==> src/source/txbuf_defs.svh <==
// tx buffer fill numbers: buffer geometry, request limits and completion codes
`ifndef TXBUF_DEFS_SVH
`define TXBUF_DEFS_SVH

// on-chip tx buffer
`define BUF_QWORDS          512         // buffer depth in qwords
`define BUF_ADDR_W          9           // buffer write address width
`define PTR_W               10          // committed pointers, extra bit for full vs empty

// read requests
`define MAX_RD_QWORDS       32          // largest single host read
`define QW_CNT_W            9           // width of a qword count
`define NUM_TAGS            4           // outstanding requests
`define TAG_W               2           // tag width

// completion tlp codes
`define CPL_W_DATA_FMT_TYPE 7'b1001010  // CplD, 3dw header with data
`define CPL_SC              3'b000      // successful completion

`endif

==> src/source/txbuf_pkg.sv <==
// tx buffer fill types shared by request generator, tag table and completion writer
`include "txbuf_defs.svh"

package txbuf_pkg;

    // request as issued to the host
    typedef struct packed {
        logic [`TAG_W-1:0]      tag;
        logic [`PTR_W-1:0]      bram_addr;   // buffer start of the request
        logic [`QW_CNT_W-1:0]   qwords;
    } rd_req_t;

    // one finished completion tlp
    typedef struct packed {
        logic [`TAG_W-1:0]      tag;
        logic [`QW_CNT_W-1:0]   qwords;
    } cpl_done_t;

    // first beat, header dw0 in the upper half and dw1 in the lower half
    typedef struct packed {
        logic                   rsvd0;
        logic [6:0]             fmt_type;
        logic [13:0]            tc_attr;     // tc, td, ep, attr and reserved bits
        logic [9:0]             length;      // dwords
        logic [15:0]            cpl_id;
        logic [2:0]             status;
        logic                   bcm;
        logic [11:0]            byte_count;
    } cpl_hdr0_t;

    // second beat, header dw2 and the first data dword
    typedef struct packed {
        logic [15:0]            req_id;
        logic [7:0]             tag;
        logic                   rsvd1;
        logic [6:0]             lower_addr;
        logic [31:0]            data;
    } cpl_hdr1_t;

    typedef union packed {
        cpl_hdr0_t              hdr0;
        cpl_hdr1_t              hdr1;
    } cpl_beat_u;

endpackage

==> src/source/rd_request_gen.sv <==
// read request generator, issues host page reads sized against free tx buffer space
`timescale 1ns/10ps
`include "txbuf_defs.svh"

module rd_request_gen import txbuf_pkg::*; (
    input  logic                    trn_clk,
    input  logic                    reset,
    input  logic [63:0]             page_addr,
    input  logic [31:0]             page_qwords,
    input  logic                    page_valid,
    output logic                    page_done,
    input  logic [`PTR_W-1:0]       commited_rd_addr,
    output logic                    read_chunk,
    output logic [63:0]             read_addr,
    output logic [`QW_CNT_W-1:0]    qwords_to_rd,
    input  logic [`TAG_W-1:0]       tlp_tag,
    input  logic                    read_chunk_ack,
    input  logic                    retire,
    output logic                    issue,
    output rd_req_t                 issue_req
);

    localparam logic [1:0] S_IDLE  = 2'd0;
    localparam logic [1:0] S_SIZE  = 2'd1;
    localparam logic [1:0] S_CHECK = 2'd2;
    localparam logic [1:0] S_ACK   = 2'd3;

    localparam logic [`QW_CNT_W-1:0] MAX_RD = `MAX_RD_QWORDS;

    logic [1:0]             state;
    logic [31:0]            remaining;      // qwords of the page not yet requested
    logic [`PTR_W-1:0]      next_wr_ptr;    // buffer position of the next request
    logic [2:0]             outstanding;
    logic [`PTR_W-1:0]      occupancy;
    logic [`PTR_W:0]        fill_after;
    logic [`PTR_W-1:0]      step_ptr;
    logic [63:0]            step_bytes;
    logic [31:0]            step_qw;
    logic                   can_issue;
    logic                   taken;

    assign step_ptr   = {{(`PTR_W-`QW_CNT_W){1'b0}}, qwords_to_rd};
    assign step_bytes = {{(61-`QW_CNT_W){1'b0}}, qwords_to_rd, 3'b000};
    assign step_qw    = {{(32-`QW_CNT_W){1'b0}}, qwords_to_rd};

    assign occupancy  = next_wr_ptr - commited_rd_addr;
    assign fill_after = {1'b0, occupancy} + {1'b0, step_ptr};   // occupancy once this lands
    assign can_issue  = (fill_after <= `BUF_QWORDS) && (outstanding < `NUM_TAGS);
    assign taken      = read_chunk && read_chunk_ack;

    // issued minus retired
    always_ff @(posedge trn_clk) begin
        if (reset) begin
            outstanding <= 3'd0;
        end else if (taken && !retire) begin
            outstanding <= outstanding + 3'd1;
        end else if (retire && !taken) begin
            outstanding <= outstanding - 3'd1;
        end
    end

    ////////////////////////////////////////////////////////////
    // request fsm
    ////////////////////////////////////////////////////////////
    always_ff @(posedge trn_clk) begin
        if (reset) begin
            state       <= S_IDLE;
            read_chunk  <= 1'b0;
            page_done   <= 1'b0;
            issue       <= 1'b0;
            remaining   <= 32'd0;
            next_wr_ptr <= '0;
        end else begin
            page_done <= 1'b0;
            issue     <= 1'b0;
            case (state)
                S_IDLE: begin
                    if (page_valid) begin
                        read_addr <= page_addr;
                        remaining <= page_qwords;
                        state     <= S_SIZE;
                    end
                end
                S_SIZE: begin
                    if (remaining > `MAX_RD_QWORDS) begin
                        qwords_to_rd <= MAX_RD;
                    end else begin
                        qwords_to_rd <= remaining[`QW_CNT_W-1:0];   // tail of the page
                    end
                    if (remaining == 32'd0) begin
                        page_done <= 1'b1;
                        state     <= S_IDLE;
                    end else begin
                        state <= S_CHECK;
                    end
                end
                S_CHECK: begin
                    if (can_issue) begin    // room and a free tag
                        read_chunk <= 1'b1;
                        state      <= S_ACK;
                    end
                end
                S_ACK: begin
                    if (read_chunk_ack) begin
                        read_chunk          <= 1'b0;
                        issue               <= 1'b1;
                        issue_req.tag       <= tlp_tag;
                        issue_req.bram_addr <= next_wr_ptr;
                        issue_req.qwords    <= qwords_to_rd;
                        next_wr_ptr         <= next_wr_ptr + step_ptr;
                        read_addr           <= read_addr + step_bytes;
                        remaining           <= remaining - step_qw;
                        state               <= S_SIZE;
                    end
                end
                default: begin
                    state <= S_IDLE;
                end
            endcase
        end
    end

endmodule

==> src/source/tag_table.sv <==
// tag table, per-tag request records and in-order commit of the buffer write pointer
`timescale 1ns/10ps
`include "txbuf_defs.svh"

module tag_table import txbuf_pkg::*; (
    input  logic                    trn_clk,
    input  logic                    reset,
    input  logic                    issue,
    input  rd_req_t                 issue_req,
    input  logic [`TAG_W-1:0]       lookup_tag,
    output logic [`BUF_ADDR_W-1:0]  lookup_addr,
    input  logic                    done,
    input  cpl_done_t               done_info,
    output logic                    retire,
    output logic [`PTR_W-1:0]       commited_wr_addr
);

    logic [`PTR_W-1:0]      run_addr [`NUM_TAGS];     // next buffer address of each tag
    logic [`QW_CNT_W-1:0]   req_size [`NUM_TAGS];
    logic [`QW_CNT_W-1:0]   rcv_size [`NUM_TAGS];
    logic [`TAG_W-1:0]      issue_order [`NUM_TAGS];  // tags in the order they went out
    logic [`NUM_TAGS-1:0]   pending;
    logic [`TAG_W-1:0]      order_wr;
    logic [`TAG_W-1:0]      order_rd;                 // commit pointer
    logic [`TAG_W-1:0]      head_tag;
    logic                   head_ready;
    logic [`PTR_W-1:0]      done_step;

    assign lookup_addr = run_addr[lookup_tag][`BUF_ADDR_W-1:0];
    assign done_step   = {{(`PTR_W-`QW_CNT_W){1'b0}}, done_info.qwords};

    // oldest request fully received
    assign head_tag   = issue_order[order_rd];
    assign head_ready = pending[head_tag] && (rcv_size[head_tag] == req_size[head_tag]);

    ////////////////////////////////////////////////////////////
    // request records
    ////////////////////////////////////////////////////////////
    always_ff @(posedge trn_clk) begin
        if (issue) begin
            run_addr[issue_req.tag]  <= issue_req.bram_addr;
            req_size[issue_req.tag]  <= issue_req.qwords;
            rcv_size[issue_req.tag]  <= '0;
            issue_order[order_wr]    <= issue_req.tag;
        end
        if (done) begin     // a completion may cover part of a request
            run_addr[done_info.tag] <= run_addr[done_info.tag] + done_step;
            rcv_size[done_info.tag] <= rcv_size[done_info.tag] + done_info.qwords;
        end
    end

    ////////////////////////////////////////////////////////////
    // commit in issue order
    ////////////////////////////////////////////////////////////
    always_ff @(posedge trn_clk) begin
        if (reset) begin
            pending          <= '0;
            order_wr         <= '0;
            order_rd         <= '0;
            retire           <= 1'b0;
            commited_wr_addr <= '0;
        end else begin
            retire <= 1'b0;
            if (issue) begin
                pending[issue_req.tag] <= 1'b1;
                order_wr               <= order_wr + 1'b1;
            end
            if (head_ready) begin
                pending[head_tag] <= 1'b0;      // tag free for the host again
                order_rd          <= order_rd + 1'b1;
                retire            <= 1'b1;
                commited_wr_addr  <= run_addr[head_tag];   // end of the request
            end
        end
    end

endmodule

==> src/source/cpl_writer.sv <==
// completion writer, parses CplD TLPs and writes realigned byte-swapped qwords to the buffer
`timescale 1ns/10ps
`include "txbuf_defs.svh"

module cpl_writer import txbuf_pkg::*; (
    input  logic                    trn_clk,
    input  logic                    reset,
    input  logic [63:0]             trn_rd,
    input  logic                    trn_rsof_n,
    input  logic                    trn_reof_n,
    input  logic                    trn_rsrc_rdy_n,
    output logic                    trn_rdst_rdy_n,
    output logic [`TAG_W-1:0]       lookup_tag,
    input  logic [`BUF_ADDR_W-1:0]  lookup_addr,
    output logic                    done,
    output cpl_done_t               done_info,
    output logic [`BUF_ADDR_W-1:0]  wr_addr,
    output logic [63:0]             wr_data,
    output logic                    wr_en
);

    localparam logic [1:0] S_IDLE = 2'd0;
    localparam logic [1:0] S_HDR1 = 2'd1;
    localparam logic [1:0] S_DATA = 2'd2;
    localparam logic [1:0] S_SKIP = 2'd3;

    cpl_beat_u              beat;
    logic [1:0]             state;
    logic                   beat_valid;
    logic                   is_cpl_sc;
    logic [31:0]            held_dw;        // dword waiting for its upper half
    logic [`BUF_ADDR_W-1:0] cur_addr;
    logic [`TAG_W-1:0]      cur_tag;
    logic [`QW_CNT_W-1:0]   cur_qwords;

    function automatic logic [31:0] swap_dw(input logic [31:0] dw);
        return {dw[7:0], dw[15:8], dw[23:16], dw[31:24]};
    endfunction

    assign beat           = trn_rd;
    assign beat_valid     = !trn_rsrc_rdy_n;
    assign trn_rdst_rdy_n = 1'b0;           // completions are never throttled
    assign lookup_tag     = beat.hdr1.tag[`TAG_W-1:0];
    assign is_cpl_sc      = (beat.hdr0.fmt_type == `CPL_W_DATA_FMT_TYPE) &&
                            (beat.hdr0.status == `CPL_SC);

    ////////////////////////////////////////////////////////////
    // completion fsm
    ////////////////////////////////////////////////////////////
    always_ff @(posedge trn_clk) begin
        if (reset) begin
            state <= S_IDLE;
            wr_en <= 1'b0;
            done  <= 1'b0;
        end else begin
            wr_en <= 1'b0;
            done  <= 1'b0;
            case (state)
                S_IDLE: begin
                    if (beat_valid && !trn_rsof_n) begin
                        cur_qwords <= beat.hdr0.length[`QW_CNT_W:1];   // even dword count
                        if (is_cpl_sc) begin
                            state <= S_HDR1;
                        end else if (trn_reof_n) begin
                            state <= S_SKIP;    // drop the rest of this tlp
                        end
                    end
                end
                S_HDR1: begin
                    if (beat_valid) begin
                        cur_tag  <= lookup_tag;
                        cur_addr <= lookup_addr;
                        held_dw  <= beat.hdr1.data;
                        state    <= S_DATA;
                    end
                end
                S_DATA: begin
                    // the eof beat's write completes the last held dword
                    if (beat_valid) begin
                        wr_en    <= 1'b1;
                        wr_addr  <= cur_addr;
                        wr_data  <= {swap_dw(trn_rd[63:32]), swap_dw(held_dw)};
                        held_dw  <= trn_rd[31:0];
                        cur_addr <= cur_addr + 1'b1;
                        if (!trn_reof_n) begin
                            done             <= 1'b1;
                            done_info.tag    <= cur_tag;
                            done_info.qwords <= cur_qwords;
                            state            <= S_IDLE;
                        end
                    end
                end
                S_SKIP: begin
                    if (beat_valid && !trn_reof_n) begin
                        state <= S_IDLE;
                    end
                end
                default: begin
                    state <= S_IDLE;
                end
            endcase
        end
    end

endmodule

==> src/source/tx_buffer_fill.sv <==
// tx buffer fill top, refills the on-chip tx buffer from one host page
`timescale 1ns/10ps
`include "txbuf_defs.svh"

module tx_buffer_fill import txbuf_pkg::*; (
    input  logic                    trn_clk,
    input  logic                    reset,
    input  logic [63:0]             trn_rd,
    input  logic                    trn_rsof_n,
    input  logic                    trn_reof_n,
    input  logic                    trn_rsrc_rdy_n,
    output logic                    trn_rdst_rdy_n,
    input  logic [63:0]             page_addr,
    input  logic [31:0]             page_qwords,
    input  logic                    page_valid,
    output logic                    page_done,
    output logic                    read_chunk,
    output logic [63:0]             read_addr,
    output logic [`QW_CNT_W-1:0]    qwords_to_rd,
    input  logic [`TAG_W-1:0]       tlp_tag,
    input  logic                    read_chunk_ack,
    output logic [`BUF_ADDR_W-1:0]  wr_addr,
    output logic [63:0]             wr_data,
    output logic                    wr_en,
    input  logic [`PTR_W-1:0]       commited_rd_addr,
    output logic [`PTR_W-1:0]       commited_wr_addr
);

    logic                   issue;
    rd_req_t                issue_req;
    logic                   retire;
    logic [`TAG_W-1:0]      lookup_tag;
    logic [`BUF_ADDR_W-1:0] lookup_addr;
    logic                   done;
    cpl_done_t              done_info;

    rd_request_gen req_gen0 (
        .trn_clk          (trn_clk),
        .reset            (reset),
        .page_addr        (page_addr),
        .page_qwords      (page_qwords),
        .page_valid       (page_valid),
        .page_done        (page_done),
        .commited_rd_addr (commited_rd_addr),
        .read_chunk       (read_chunk),
        .read_addr        (read_addr),
        .qwords_to_rd     (qwords_to_rd),
        .tlp_tag          (tlp_tag),
        .read_chunk_ack   (read_chunk_ack),
        .retire           (retire),
        .issue            (issue),
        .issue_req        (issue_req)
    );

    tag_table tags0 (
        .trn_clk          (trn_clk),
        .reset            (reset),
        .issue            (issue),
        .issue_req        (issue_req),
        .lookup_tag       (lookup_tag),
        .lookup_addr      (lookup_addr),
        .done             (done),
        .done_info        (done_info),
        .retire           (retire),
        .commited_wr_addr (commited_wr_addr)
    );

    cpl_writer cpl0 (
        .trn_clk          (trn_clk),
        .reset            (reset),
        .trn_rd           (trn_rd),
        .trn_rsof_n       (trn_rsof_n),
        .trn_reof_n       (trn_reof_n),
        .trn_rsrc_rdy_n   (trn_rsrc_rdy_n),
        .trn_rdst_rdy_n   (trn_rdst_rdy_n),
        .lookup_tag       (lookup_tag),
        .lookup_addr      (lookup_addr),
        .done             (done),
        .done_info        (done_info),
        .wr_addr          (wr_addr),
        .wr_data          (wr_data),
        .wr_en            (wr_en)
    );

endmodule

==> config.mk <==
export PLATFORM = sky130hd
export DESIGN_NAME = tx_buffer_fill
export DESIGN_NICKNAME = d
export VERILOG_FILES = /design/src/source/txbuf_pkg.sv /design/src/source/rd_request_gen.sv /design/src/source/tag_table.sv /design/src/source/cpl_writer.sv /design/src/source/tx_buffer_fill.sv
export VERILOG_INCLUDE_DIRS = /design/src /design/src/source
export SDC_FILE = /design/constraint.sdc
export NUM_CORES = 1
export LEC_CHECK = 0
export ABC_AREA = 1
export BUFFER_PORTS_ARGS = -buffer_cell sky130_fd_sc_hd__buf_4
export CORE_MARGIN = 2
export CORE_UTILIZATION = 25
export DETAILED_ROUTE_END_ITERATION = 7
export GPL_ROUTABILITY_DRIVEN = 0
export HOLD_SLACK_MARGIN = 0.06
export REMOVE_ABC_BUFFERS = 1
export SYNTH_ARGS = -nofsm -noshare
export SYNTH_HDL_FRONTEND = slang
export SYNTH_HIERARCHICAL = 1
export SYNTH_SLANG_ARGS = --single-unit
==> constraint.sdc <==
create_clock -name trn_clk -period 8.3 [get_ports trn_clk]
set_input_delay 0 -clock trn_clk [delete_from_list [all_inputs] [get_ports trn_clk]]
set_output_delay 0 -clock trn_clk [all_outputs]
set_load 0.02 [all_outputs]
==> flow_summary.ini, run 1 <==
[setup_path]
cp_cell_sequence = nand2_1, clkinv_1, a22oi_1, o221ai_1, ha_1, fa_1, nand3_1, nand2_1, a21oi_1, o21bai_1, nand2_1, nand2_1, a21oi_1, xor2_1, o21ai_0
r2r_start = cpl0/done_info[9]$_DFFE_PP_
r2r_end = tags0/run_addr[0][8]$_DFFE_PP_
path_buf_inv = 1
endpoint_kind = flip-flop
critPathKind = flip-flop to flip-flop
start_kind = flip-flop
rrSetupSlack_ps = 4620
crit_path_max_incr_delay_ps = 540
worst_ep_required_time_ps = 8640
cp_top_family = compound AO/OA/AOI/OAI gates
setup.worst_path.start = cpl0/done_info[9]$_DFFE_PP_
cp.arrival_ps = 4010
critical_path.slowest_cell = clkinv_1
worst-path-max-fanout = 18
rr_worst_depth = 15
path_common_cell = nand2_1

[worst_hold_path]
min_path_type = input port to flip-flop
min_delay_worst_endpoint = cpl0/wr_data[59]$_DFFE_PP_
worstHoldPathCells = 2
hp-start = trn_rd[35]

[floorplan]
core_area_um2 = 91700
die_w_um = 308
die_h_um = 308
rows = 111
pin_count = 339
start_util_pct = 25.2
die_area_um2 = 94900

[synthesis]
syn_inst = 2667
ys_types = 59
synth_compound_area_share_pct = 9.36
synth_flop_cell = edfxtp_1
ys_top_cells_by_area = edfxtp_1, nand2_1, dfxtp_1
synth_async_sr_flop_share_pct = 0
synth_top_family_by_area = simple AND/OR/NAND/NOR gates
synth.top_cell.area_share_pct = 45.5
synth_fa_ha_area_share_pct = 4.81
synth_seq_cells = 425
synthXorXnorAreaFrac_pct = 3.07
syn_area_um2 = 23100
ys_warn_count = 6
synth-simple-area-share_pct = 24.3
synth-edff-count = 350
yosysTopAreaCell = edfxtp_1
synth.yosys.seq_area_share_pct = 52.0
synthMuxAreaShare_pct = 0
synth.avg_cell_area_um2 = 8.66

[route]
postRouteWirelength_um = 75700
post_drt_wl_per_cell_um = 17.0
dr_total_vias = 20500
postRouteAntennaNets = 0
drc = 0
dr.pass1.iters = 6
via_per_inst = 4.59
drt_iter0_drc = 1449

[sta]
period_share_pct = 44.3
rsz0062_at_grt = false
holdWs_ps = 102
skew_ps = 46.1
hold_violations = 0
worst_slack_ps = 4620
tightest_slew_ps = 1120
slew_violations = 0
relSlewSlack_pct = 25.3
setup-tns-final_ps = 0
fmax_mhz = 272
setup_viol = 0
min_period_ps = 3680

[clock_network]
insertion_delay_ps = 650
clkTransAtPathRegs_ps = 60
post_cts_resized = 0
cts_sinks = 425
root_buffer = clkbuf_16
h-tree-depth = 2
clockBufferDepth = 3
cts_tree = built
cts_buffers = 53

[run]
drv_cap = 0

[grt]
antenna_found_initial = 0
grt.overflow.total = 0
grt_usage_pct = 15.6
grt_pass1_wl_um = 116000
grt_pass1_vias = 20000
grt_max_degree = 87

[power_and_ir_drop]
peakVddDrop_mv = 0.170
total_power_w = 0.00793
power_density_nw_per_um2 = 255
p_leak_nw = 13.1

[final_layout]
layout_common_cells = nand2_1, buf_4, edfxtp_1, nor2_1, inv_1
syn2layout_area_growth_pct = 34.6
finalNetCount = 3487
post_route_cells_drive_above_1_share_pct = 15.4
layout_commonest_cell = nand2_1

[place]
numPortBuffers = 337
hpwl_um = 54200
pre_cts_ws_ps = 4660

[run_status]
run_status = finished clean
-- sequential cells by signal (all words and copies together), names as in the netlist, 10 cells and up, named ones only --
register / count
tags0/req_size: 36
tags0/run_addr: 40
req_gen0/issue_req: 21
tags0/commited_wr_addr: 10
cpl0/done_info: 11
cpl0/wr_data: 64
req_gen0/remaining: 32
req_gen0/read_addr: 64
req_gen0/next_wr_ptr: 10
tags0/rcv_size: 36
cpl0/held_dw: 32
-- cell families (layout without fill, tap and decap cells) --
group | after synthesis | in the layout
simple gates | 1339 | 1339
flops | 425 | 425
buf+inv | 368 | 968
compound gates | 368 | 368
other cells | 2 | 6
xor+xnor | 81 | 81
fa+ha+maj | 84 | 84
-- synth_stat cells (all sizes together), types with 5 or more instances --
| library cell | n |
|---|---|
| o21ai | 149 |
| clkbuf | 45 |
| or2 | 8 |
| nand3 | 166 |
| nand2 | 725 |
| nand3b | 5 |
| nor4 | 13 |
| a21oi | 109 |
| o21bai | 6 |
| ha | 76 |
| fa | 8 |
| a221oi | 15 |
| inv | 286 |
| edfxtp | 350 |
| a31oi | 18 |
| nor2 | 347 |
| nand4 | 38 |
| a22oi | 22 |
| dfxtp | 75 |
| xnor2 | 41 |
| nor3 | 30 |
| xor2 | 40 |
| buf | 34 |
| o22ai | 21 |
| o221ai | 10 |
-- per-layer routing --
| metal | GRT usage [%] | part of all wire (%) |
|---|---|---|
| met4 | 5.22 | 3.0 |
| met2 | 27.0 | 48 |
| met3 | 2.85 | 6.3 |
| met5 | 0 | 0 |
| met1 | 19.6 | 42 |
-- stage by stage --
| step | cells | area, um^2 | utilization, % |
|---|---|---|---|
| finish | 4457 | 31100 | 33.9 |
| global route | 4455 | 31100 | 33.9 |
| CTS | 4455 | 31100 | 33.9 |
| detailed placement | 4132 | 26900 | 29.3 |
| global placement | 4132 | 26900 | 29.3 |
| floorplan | 2590 | 22700 | - |
-- final cells by class --
class	count	area [um^2]
inverters	289	1090
diodes	2	5.00
well taps	1186	1480
flip-flops and latches	425	12000
multi-input cells	1876	9640
fillers	9360	60600
clock inverters	43	622
clock buffers	57	1340
repair buffers	579	4900
-- worst max-delay path by stage --
stage | end | slack (ps) | cells after the start
floorplan | req_gen0/read_addr[10]$_DFFE_PP_ | 1650 | 8
global placement | tags0/run_addr[0][8]$_DFFE_PP_ | 4740 | 15
detailed placement | tags0/run_addr[2][8]$_DFFE_PP_ | 4660 | 15
CTS | tags0/run_addr[0][8]$_DFFE_PP_ | 4640 | 15
global route | tags0/run_addr[1][9]$_DFFE_PP_ | 4250 | 16
finish | tags0/run_addr[0][8]$_DFFE_PP_ | 4620 | 15
-- report_power, final --
| part | switching [W] | internal, W | leakage, nW | total [W] |
|---|---|---|---|---|
| logic | 0.00153 | 0.000872 | 8.43 | 0.00240 |
| registers | 0.000276 | 0.00266 | 3.76 | 0.00293 |
| clock network | 0.00101 | 0.00159 | 0.942 | 0.00259 |
| total | 0.00281 | 0.00512 | 13.1 | 0.00793 |
-- timing repair --
action,4_1_cts,5_1_grt
setup buffers,0,0
hold buffers,223,0
hold endpoints to repair,265,0
No activity file was read; power rests on OpenSTA's default activity.
==> run 2: changes to the inputs <==
==> constraint.sdc (replaced) <==
create_clock -name trn_clk -period 3.19 [get_ports trn_clk]
set_input_delay 0 -clock trn_clk [delete_from_list [all_inputs] [get_ports trn_clk]]
set_output_delay 0 -clock trn_clk [all_outputs]
set_load 0.02 [all_outputs]
==> flow_summary.ini, run 2 (synthesis gave the netlist of run 1 again) <==
[run_status]
run_status = finished clean

[floorplan]
die_area_um2 = 94900
rows = 111
die_w_um = 308
die_h_um = 308
pin_count = 339
core_area_um2 = 91700
start_util_pct = 25.2

[worst_hold_path]
min_path_type = input port to flip-flop

[clock_network]
h-tree-depth = 2
cts_tree = built
insertion_delay_ps = 630
root_buffer = clkbuf_16
clkTransAtPathRegs_ps = 60
cts_buffers = 51
cts_sinks = 425
clockBufferDepth = 3

[setup_path]
endpoint_kind = flip-flop
critPathKind = flip-flop to flip-flop
rrSetupSlack_ps = 20
cp_top_family = compound AO/OA/AOI/OAI gates
worst_ep_required_time_ps = 3700
start_kind = flip-flop
cp_cell_sequence = inv_2, ha_4, fa_2, o21ai_2, a21oi_2, o21bai_1, nand2_1, nand2_1, a21oi_2, xnor2_1, ha_1, inv_2, o21ai_2, a31oi_1, nand2_1, inv_1, nand2_1, nand2_1, nand2_1, nand2_1, nand2_2, a21oi_1, nor2_1
path_buf_inv = 3
path_common_cell = nand2_1
crit_path_max_incr_delay_ps = 410
worst-path-max-fanout = 6
cp.arrival_ps = 3680
critical_path.slowest_cell = fa_2

[final_layout]
layout_common_cells = nand2_1, buf_4, edfxtp_1, nor2_1, inv_1
nFillCells = 9441
syn2layout_area_growth_pct = 35.6
reg.largest.list = cpl0/wr_data (64), req_gen0/read_addr (64), tags0/run_addr (40)
layout_commonest_cell = nand2_1
post_route_cells_drive_above_1_share_pct = 17.9
layoutNonFillerInstCount = 4505
antenna_cells = 0
finalNetCount = 3544

[sta]
tightest_slew_ps = 1010
min_period_ps = 3170
setup_viol = 0
hold_violations = 0
rsz0062_at_grt = true
relSlewSlack_pct = 32.5
skew_ps = 34.1
fmax_mhz = 316
holdWs_ps = 101
period_share_pct = 99.3
slew_violations = 0

[route]
postRouteWirelength_um = 77000
dr_total_vias = 20800
via_per_inst = 4.61
drc = 0
dr.pass1.iters = 6
drt_iter0_drc = 1573
post_drt_wl_per_cell_um = 17.1
postRouteAntennaNets = 0

[power_and_ir_drop]
power_density_nw_per_um2 = 634
peakVddDrop_mv = 0.478
p_leak_nw = 13.3

[grt]
grt_pass1_wl_um = 117000
grt_pass1_vias = 20300
grt_max_degree = 87
grt_usage_pct = 15.8
antenna_found_initial = 3
grt.overflow.total = 0

[place]
numPortBuffers = 337
placed_cells = 4207
hpwl_um = 56200

[run]
drv_cap = 0
## run 2: worst paths after layout
check / startpoint / end / depth (start not counted)
hold reg to reg: cpl0/cur_qwords[3]$_DFFE_PP_ / cpl0/done_info[3]$_DFFE_PP_ / 0
setup / recovery: req_gen0/next_wr_ptr[0]$_SDFFE_PP0P_ / req_gen0/state[1]$_SDFFE_PP0P_ / 23
hold / removal: trn_rd[2] / cpl0/held_dw[2]$_DFFE_PP_ / 2
setup reg to reg: req_gen0/next_wr_ptr[0]$_SDFFE_PP0P_ / req_gen0/state[1]$_SDFFE_PP0P_ / 23
## run 2: what timing repair did
item                                    in CTS  in global routing
setup buffers                                0                  3
endpoints found under the hold margin      279                  0
hold buffers                               204                  0
pin swaps                                    2                 18
endpoints found under the setup margin       3                 30
resized for setup                            3                 32
## run 2: through the flow
step	util, %	TNS [ps]	worst slack [ps]	power [W]	instance area (um^2)
2_1_floorplan	-	-425130	-3460	0.0116	22700
3_3_place_gp	30.0	-237	-80.3	0.0138	27500
3_5_place_dp	30.0	-202	-74.0	0.0139	27500
4_1_cts	34.0	0	22.3	0.0200	31200
5_1_grt	34.2	-601	-218	0.0211	31300
6_report	34.2	0	23.1	0.0199	31300
## run 2: routing by layer
layer / vias up / track usage (%) / part of all wire (%) / wire length [um]
met5: - / 0 / 0.047 / 36
met2: 683 / 27.5 / 49 / 37700
met1: 9770 / 20.0 / 42 / 32600
met4: 6 / 4.71 / 2.7 / 2080
li1: 10200 / - / - / -
met3: 125 / 2.69 / 5.9 / 4560
## run 2: area by class of cell
type                            instances  area (um^2)  area share [%]
Sequential cell                       425        12000            38.3
Multi-Input combinational cell       1876         9750            31.1
Timing Repair Buffer                  638         5370            17.1
Tap cell                             1186         1480            4.74
Clock buffer                           59         1340            4.27
Inverter                              289         1090            3.47
Clock inverter                         32          295           0.942
## run 2: where the power goes
part	total [W]	internal [W]	switching, W
Sequential	0.00758	0.00690	0.000675
Combinational	0.00654	0.00241	0.00413
Clock	0.00574	0.00320	0.00254
Total	0.0199	0.0125	0.00734
